**src/source/cpuPkg.sv**
```systemverilog
// Widths, instruction fields and encodings shared by the single-cycle CPU
// Opcodes with a leading zero are register instructions that carry the ALU function
// No instruction format uses both the rd field and the immediate field
package cpuPkg;

	// Data word width
	localparam int dataWidth = 32;

	// Number of half-word locations in data memory
	localparam int memDepth = 2048;

	// Register and ALU data
	typedef logic [dataWidth-1:0] word;
	// Register file address
	typedef logic [4:0] regAdrx;
	// Immediate field and memory data
	typedef logic [15:0] halfWord;
	// Data memory word address, low bits of the ALU result
	typedef logic [10:0] memAdrx;

	// Instruction field positions
	localparam int opcodeHi = 31;
	localparam int opcodeLo = 28;
	localparam int rs0Hi = 27;
	localparam int rs0Lo = 23;
	localparam int rs1Hi = 22;
	localparam int rs1Lo = 18;
	localparam int rdHi = 17;
	localparam int rdLo = 13;
	localparam int immHi = 15;
	localparam int immLo = 0;

	// ALU functions, also the low three opcode bits of register instructions
	typedef enum logic [2:0] {
		aluAdd,
		aluSub,
		aluAnd,
		aluOr,
		aluXor,
		aluSlt,
		aluSll,
		aluPassB
	} aluOp;

	// Two-register immediate opcodes, all other codes with a leading one are no-ops
	localparam logic [opcodeHi-opcodeLo:0] opAddi = 4'd8;
	localparam logic [opcodeHi-opcodeLo:0] opLoad = 4'd9;
	localparam logic [opcodeHi-opcodeLo:0] opStore = 4'd10;

endpackage

```
**src/source/control.sv**
```systemverilog
// Combinational instruction decoder for the single-cycle CPU
// Every enable is low while instrValid is low or for a no-op code
// Register instructions take the ALU function from the low three opcode bits
`timescale 1ns/1ps

module control (
	input  logic [cpuPkg::opcodeHi-cpuPkg::opcodeLo:0] opcode,
	input  logic                                       instrValid,
	output cpuPkg::aluOp                               aluCtl,
	output logic                                       aluBusBSel,
	output logic                                       dmemResultSel,
	output logic                                       regDest,
	output logic                                       rfWriteEn,
	output logic                                       memWriteEn,
	output logic                                       flagEn
);

	// Leading opcode bit clear marks a register instruction
	logic regInstr;

	assign regInstr = ~opcode[cpuPkg::opcodeHi-cpuPkg::opcodeLo];

	always_comb begin
		// Idle decode, also the no-op result
		aluCtl = cpuPkg::aluAdd;
		aluBusBSel = 1'b0;
		dmemResultSel = 1'b0;
		regDest = 1'b0;
		rfWriteEn = 1'b0;
		memWriteEn = 1'b0;
		flagEn = 1'b0;

		if (instrValid) begin
			if (regInstr) begin
				// Three-register form writes rd
				aluCtl = cpuPkg::aluOp'(opcode[2:0]);
				regDest = 1'b1;
				rfWriteEn = 1'b1;
				flagEn = 1'b1;
			end else begin
				unique case (opcode)
					// rs1 gets rs0 plus the immediate
					cpuPkg::opAddi: begin
						aluBusBSel = 1'b1;
						rfWriteEn = 1'b1;
						flagEn = 1'b1;
					end
					// rs1 gets the half-word at rs0 plus immediate
					cpuPkg::opLoad: begin
						aluBusBSel = 1'b1;
						dmemResultSel = 1'b1;
						rfWriteEn = 1'b1;
					end
					// Low half of rs1 goes to rs0 plus immediate
					cpuPkg::opStore: begin
						aluBusBSel = 1'b1;
						memWriteEn = 1'b1;
					end
					default: begin
						// Unassigned codes do nothing
						rfWriteEn = 1'b0;
					end
				endcase
			end
		end
	end

	// A valid instruction must carry a fully known opcode
	always_comb begin
		if (instrValid) begin
			assert (!$isunknown(opcode))
				else $error("control valid instruction with unknown opcode %b", opcode);
		end
	end

endmodule

```
**config.mk**
```make
export PLATFORM = sky130hd
export DESIGN_NAME = control
export DESIGN_NICKNAME = d
export VERILOG_FILES = /design/src/source/cpuPkg.sv /design/src/source/control.sv
export SDC_FILE = /design/constraint.sdc
export NUM_CORES = 1
export LEC_CHECK = 0
export BUFFER_PORTS_ARGS = -buffer_cell sky130_fd_sc_hd__buf_4
export CAP_MARGIN = 20
export CORE_AREA = 2 2 39 41
export DETAILED_ROUTE_END_ITERATION = 8
export DIE_AREA = 0 0 41 43
export SYNTH_ARGS = -nofsm -noshare
export SYNTH_HDL_FRONTEND = slang
export SYNTH_SLANG_ARGS = --single-unit
```
**constraint.sdc**
```tcl
create_clock -name vclk -period 0.8
set_input_delay 0.12 -clock vclk [all_inputs]
set_output_delay 0.12 -clock vclk [all_outputs]
set_load 0.03 [all_outputs]
```
==> flow_metrics.py, run 1 <==
metrics = {
    "placement": {
        "gp_routability_congestion": 0.568,
        "dpl.hpwl_um": 334,
        "pre_cts_ws_ns": -0.177,
        "io_buffers": 14,
    },
    "yosys": {
        "netlist_area_um2": 90.1,
        "synth_cells": 12,
        "netlist.top_cell.by_area": "and2_1",
        "syn-mean-instance-area_um2": 7.51,
        "synth_warnings": 0,
        "syn-num-nets": 17,
        "synth_cell_type_count": 7,
        "yosys-top-cells-area": "and2_1 35%, nor3b_2 28%, nor2b_2 9.7%",
        "yosysSeqAreaShare_pct": 0,
        "synth_top_area_share_pct": 34.7,
    },
    "global_routing": {
        "grt_pass1_vias": 141,
        "grt.total_usage_pct": 4.60,
        "grt_antenna_before_repair": 0,
        "use_met1_pct": 7.59,
        "use_met2_pct": 6.56,
        "grt_pass1_wl_um": 607,
        "grt_use_met3_pct": 0.524,
        "grt_max_degree": 5,
        "gr-max-usage-layer": "met1",
        "gr-total-overflow": 0,
    },
    "setup_path": {
        "start_kind": "primary input",
        "cp_slowest_stage_delay_ns": 0.24,
        "endpoint_kind": "primary output",
        "cp_cell_sequence": "buf_6 > nand3b_1 > nor3b_2 > buf_4",
        "slowest_stage": "nand3b_1",
        "worst_ep_arrival_time_ns": 0.83,
        "criticalPathCategory": "in2out",
        "path_max_fanout": 3,
        "crit_start": "opcode[2]",
        "worstPathRequired_ns": 0.68,
    },
    "status": {
        "failed_checks": "setup timing",
        "outcome": "finished, violations left",
    },
    "detailed_routing": {
        "wire_per_inst_um": 8.60,
        "drt_first_pass_iters": 1,
        "drt-initial-drc-count": 0,
        "via_per_inst": 3.30,
        "postRouteAntennaNets": 0,
        "drc_errors": 0,
        "wl_um": 404,
        "num_vias": 155,
    },
    "layout": {
        "nets": 38,
        "antennaDiodeCount": 0,
        "seq_cells": 0,
        "final_common_cell": "buf_6",
        "final_util_pct": 23.6,
        "final_cell_mix": "10 x buf_6, 9 x buf_4, 4 x and2_4, 2 x nor3b_2",
        "area_growth_syn_to_layout_pct": 263,
        "clock_buffers": 0,
        "ff_latch_area_um2": 0,
        "drive_gt1_share_pct": 93.5,
    },
    "timing": {
        "setup_viol": 5,
        "final_hold_viol_count": 0,
        "worst_pin_slew_ns": 0.211,
        "max-slew-margin-rel_pct": 85.9,
        "max_freq_mhz": 1050,
        "final_max_slew_viol_count": 0,
        "rsz0062_at_grt": "true",
        "setup_slack_ns": -0.151,
        "tns_ns": -0.502,
        "fin_crit_ns": 0.951,
        "fin_crit_sh_pct": 119,
    },
    "pwr": {
        "finalPower_w": 0.000182,
        "leakagePower_nw": 0.147,
        "powerDensity_nw_per_um2": 557,
        "irDropWorstVdd_v": 0.000148,
    },
    "min_path": {
        "hold_start": "instrValid",
        "holdCritPathClass": "in2out",
    },
    "clock_tree": {
        "cts_hold_buf": 0,
        "post_cts_buffers": 0,
    },
    "die": {
        "io_pins": 14,
        "fp.dieW_um": 41,
        "initial_utilization_pct": 6.51,
        "die_h_um": 43,
        "die-area_um2": 1760,
        "std_cell_rows": 14,
        "core_um2": 1380,
    },
    "run": {
        "drv_cap": 0,
    },
}
## repair_timing
action / 4_1_cts / 5_1_grt
hold endpoints to repair: 0 / 0
gates resized for setup: 11 / 7
pin swaps: 4 / 4
endpoints found under the setup margin: 8 / 9
## metrics by stage
step                      hold slack (ns)  std cells  cell area, µm²
after CTS                           0.595         47             295
after floorplan                     0.284         12             103
after global placement              0.595         47             265
final                               0.559         47             327
after detailed placement            0.595         47             265
after global routing                0.577         47             327
## area by class of cell
type / count / area [µm²]
fill: 160 / 1060
multi-input combinational: 12 / 126
tap: 16 / 20.0
timing repair buffer: 19 / 180
## layer usage
metal	share of wire [%]	vias to the layer above	wire (µm)
met3	12	0	48
met4	0	0	0
li1	-	82	-
met2	40	12	161
met5	0	-	0
met1	48	61	194
## cell families after synthesis
group           synth area share [%]
compound gates                  19.4
simple gates                    80.6
## cell usage after synthesis, drive strengths merged
library cell and count:
and2 5, nor3b 2, a21oi 1, nand3b 1, nor2b 1, o21ai 1, o31ai 1
## worst paths after layout
| check | end | slack [ns] | depth (start not counted) |
|---|---|---|---|
| min | rfWriteEn | 0.56 | 3 |
| max | memWriteEn | -0.15 | 4 |
## critical path, delay by kind of cell
kind | cells | cell delay, ns
buffers and inverters | 2 | 0.27
AND/OR/NAND/NOR | 2 | 0.44
## power by group
| group | internal (W) | total (W) | leakage (nW) | switching, W |
|---|---|---|---|---|
| clock | 0 | 0 | 0 | 0 |
| combinational | 0.0000971 | 0.000182 | 0.147 | 0.0000847 |
| sequential | 0 | 0 | 0 | 0 |
No activity file was read; power rests on OpenSTA's default activity.
==> run 2: changes to the inputs <==
- ABC_AREA: default -> 1
==> run 2 against run 1 <==
The run now ends clean. Area after synthesis rose by 25%. Hold slack got worse by 0.0077 ns. Non-clock buffer count decreased by 3. Cell area down 4.2%. Critical path depth up 2. Clock-buffer cell count unchanged. Die area is the same. Global-route usage increased by 0.50 points. Critical path type unchanged. Critical endpoint is now aluCtl[1].
==> flow_metrics.py, run 2 <==
metrics = {
    "global_routing": {
        "grt_pass1_vias": 171,
        "gr-max-usage-layer": "met1",
        "gr-total-overflow": 0,
        "grt_pass1_wl_um": 683,
        "use_met2_pct": 7.19,
        "grt_antenna_before_repair": 0,
        "grt_max_degree": 6,
        "use_met1_pct": 8.54,
        "grt_use_met3_pct": 0.524,
        "grt.total_usage_pct": 5.09,
    },
    "timing": {
        "setup_slack_ns": 0.0253,
        "worst_pin_slew_ns": 0.121,
        "setup_viol": 0,
        "fin_crit_sh_pct": 96.8,
        "final_hold_viol_count": 0,
        "whs_ns": 0.552,
        "rsz0062_at_grt": "true",
        "fin_crit_ns": 0.775,
        "max-slew-margin-rel_pct": 91.9,
        "final_max_slew_viol_count": 0,
        "max_freq_mhz": 1290,
    },
    "layout": {
        "antennaDiodeCount": 0,
        "drive_gt1_share_pct": 86.8,
        "ff_latch_area_um2": 0,
        "area_growth_syn_to_layout_pct": 178,
        "final_common_cell": "buf_6",
        "final_cell_mix": "9 x buf_6, 7 x buf_4, 4 x inv_2, 4 x nor2_2",
        "final_util_pct": 22.6,
        "clock_buffers": 0,
        "seq_cells": 0,
        "nets": 45,
    },
    "die": {
        "io_pins": 14,
        "die-area_um2": 1760,
        "die_h_um": 43,
        "fp.dieW_um": 41,
        "core_um2": 1380,
        "initial_utilization_pct": 8.14,
        "std_cell_rows": 14,
    },
    "placement": {
        "dpl.hpwl_um": 334,
        "pre_cts_ws_ns": -0.0411,
        "io_buffers": 14,
        "gp_routability_congestion": 0.658,
    },
    "yosys": {
        "synth_common_cells": "4 x nand2_1, 4 x nor2_1, 3 x inv_1, 3 x inv_2, 3 x nor2_2",
        "yosys.area_share.simple_pct": 75.6,
        "syn-num-nets": 27,
        "yosysSeqAreaShare_pct": 0,
        "netlist.top_cell.by_area": "nor2_2",
        "yosys-top-cells-area": "nor2_2 17%, nand2_1 13%, nor2_1 13%",
        "synth_cells": 22,
        "synth_top_family_by_area": "simple AND/OR/NAND/NOR gates",
        "synth_mux_area_share_pct": 0,
        "synthAdderAreaFrac_pct": 0,
        "synth_top_area_share_pct": 16.7,
        "synth-compound-area-share_pct": 4.44,
        "netlist_area_um2": 113,
        "synth-xor-area-share_pct": 0,
        "syn-mean-instance-area_um2": 5.12,
        "synth_cell_type_count": 10,
        "synth_warnings": 0,
    },
    "run": {
        "drv_cap": 0,
    },
    "detailed_routing": {
        "wl_um": 391,
        "drt-initial-drc-count": 4,
        "drt_first_pass_iters": 3,
        "wire_per_inst_um": 7.24,
        "via_per_inst": 3.43,
        "postRouteAntennaNets": 0,
        "drc_errors": 0,
        "num_vias": 185,
    },
    "setup_path": {
        "endpoint_kind": "primary output",
        "worstPathRequired_ns": 0.68,
        "start_kind": "primary input",
        "path_max_fanout": 5,
        "criticalPathCategory": "in2out",
        "worst_ep_arrival_time_ns": 0.65,
    },
    "pwr": {
        "powerDensity_nw_per_um2": 565,
        "leakagePower_nw": 0.161,
        "irDropWorstVdd_v": 0.000165,
    },
    "min_path": {
        "holdCritPathClass": "in2out",
        "holdPathStages": 3,
    },
    "status": {
        "outcome": "finished, final reports clean",
    },
    "clock_tree": {
        "post_cts_buffers": 0,
    },
}
-- run 2: worst paths after layout --
kind	start	to
worst max-delay path	instrValid	aluCtl[1]
worst min-delay path	opcode[0]	memWriteEn
-- run 2: layout make-up --
class,count,area (µm²)
repair buffers,16,154
inverters,6,25.0
fillers,150,1070
multi-input cells,16,114
well taps,16,20.0
-- run 2: logic make-up after synthesis --
kind of cell,after synthesis
AOI/OAI and AO/OA,1
and+or+nand+nor,15
buffers and inverters,6
-- run 2: where the power goes --
part	internal (W)	leakage (nW)	switching, W
logic	0.0000782	0.161	0.0000985
clock network	0	0	0
registers	0	0	0
total	0.0000782	0.161	0.0000985
-- run 2: timing repair --
| item | in CTS | in global routing |
|---|---|---|
| pin swaps | 1 | 3 |
| hold buffers | 0 | 0 |
| endpoints found under the setup margin | 5 | 7 |
| gates resized for setup | 7 | 11 |
| endpoints found under the hold margin | 0 | 0 |
-- run 2: per-stage QoR --
stage	total power, W	cell area, µm²	cells	TNS, ns
3_5_place_dp	0.000149	256	54	-0.118
4_1_cts	0.000161	279	54	-0.0115
5_1_grt	0.000191	313	54	-0.0775
6_report	0.000177	313	54	0
3_3_place_gp	0.000148	256	54	-0.0989
2_1_floorplan	0.0000779	116	22	-0.180
-- run 2: worst max-delay path: stages --
cell,delay [ns]
buf_6,0.09
inv_2,0.05
nor2_4,0.10
inv_4,0.07
nor2_2,0.09
buf_6,0.13
-- run 2: per-layer routing --
layer  up-vias  share of wire, %  routed length [µm]
li1         98                 -                   -
met1        77                42                 163
met2        10                42                 166
met3         0                15                  60
met4         0                 0                   0
met5         -                 0                   0
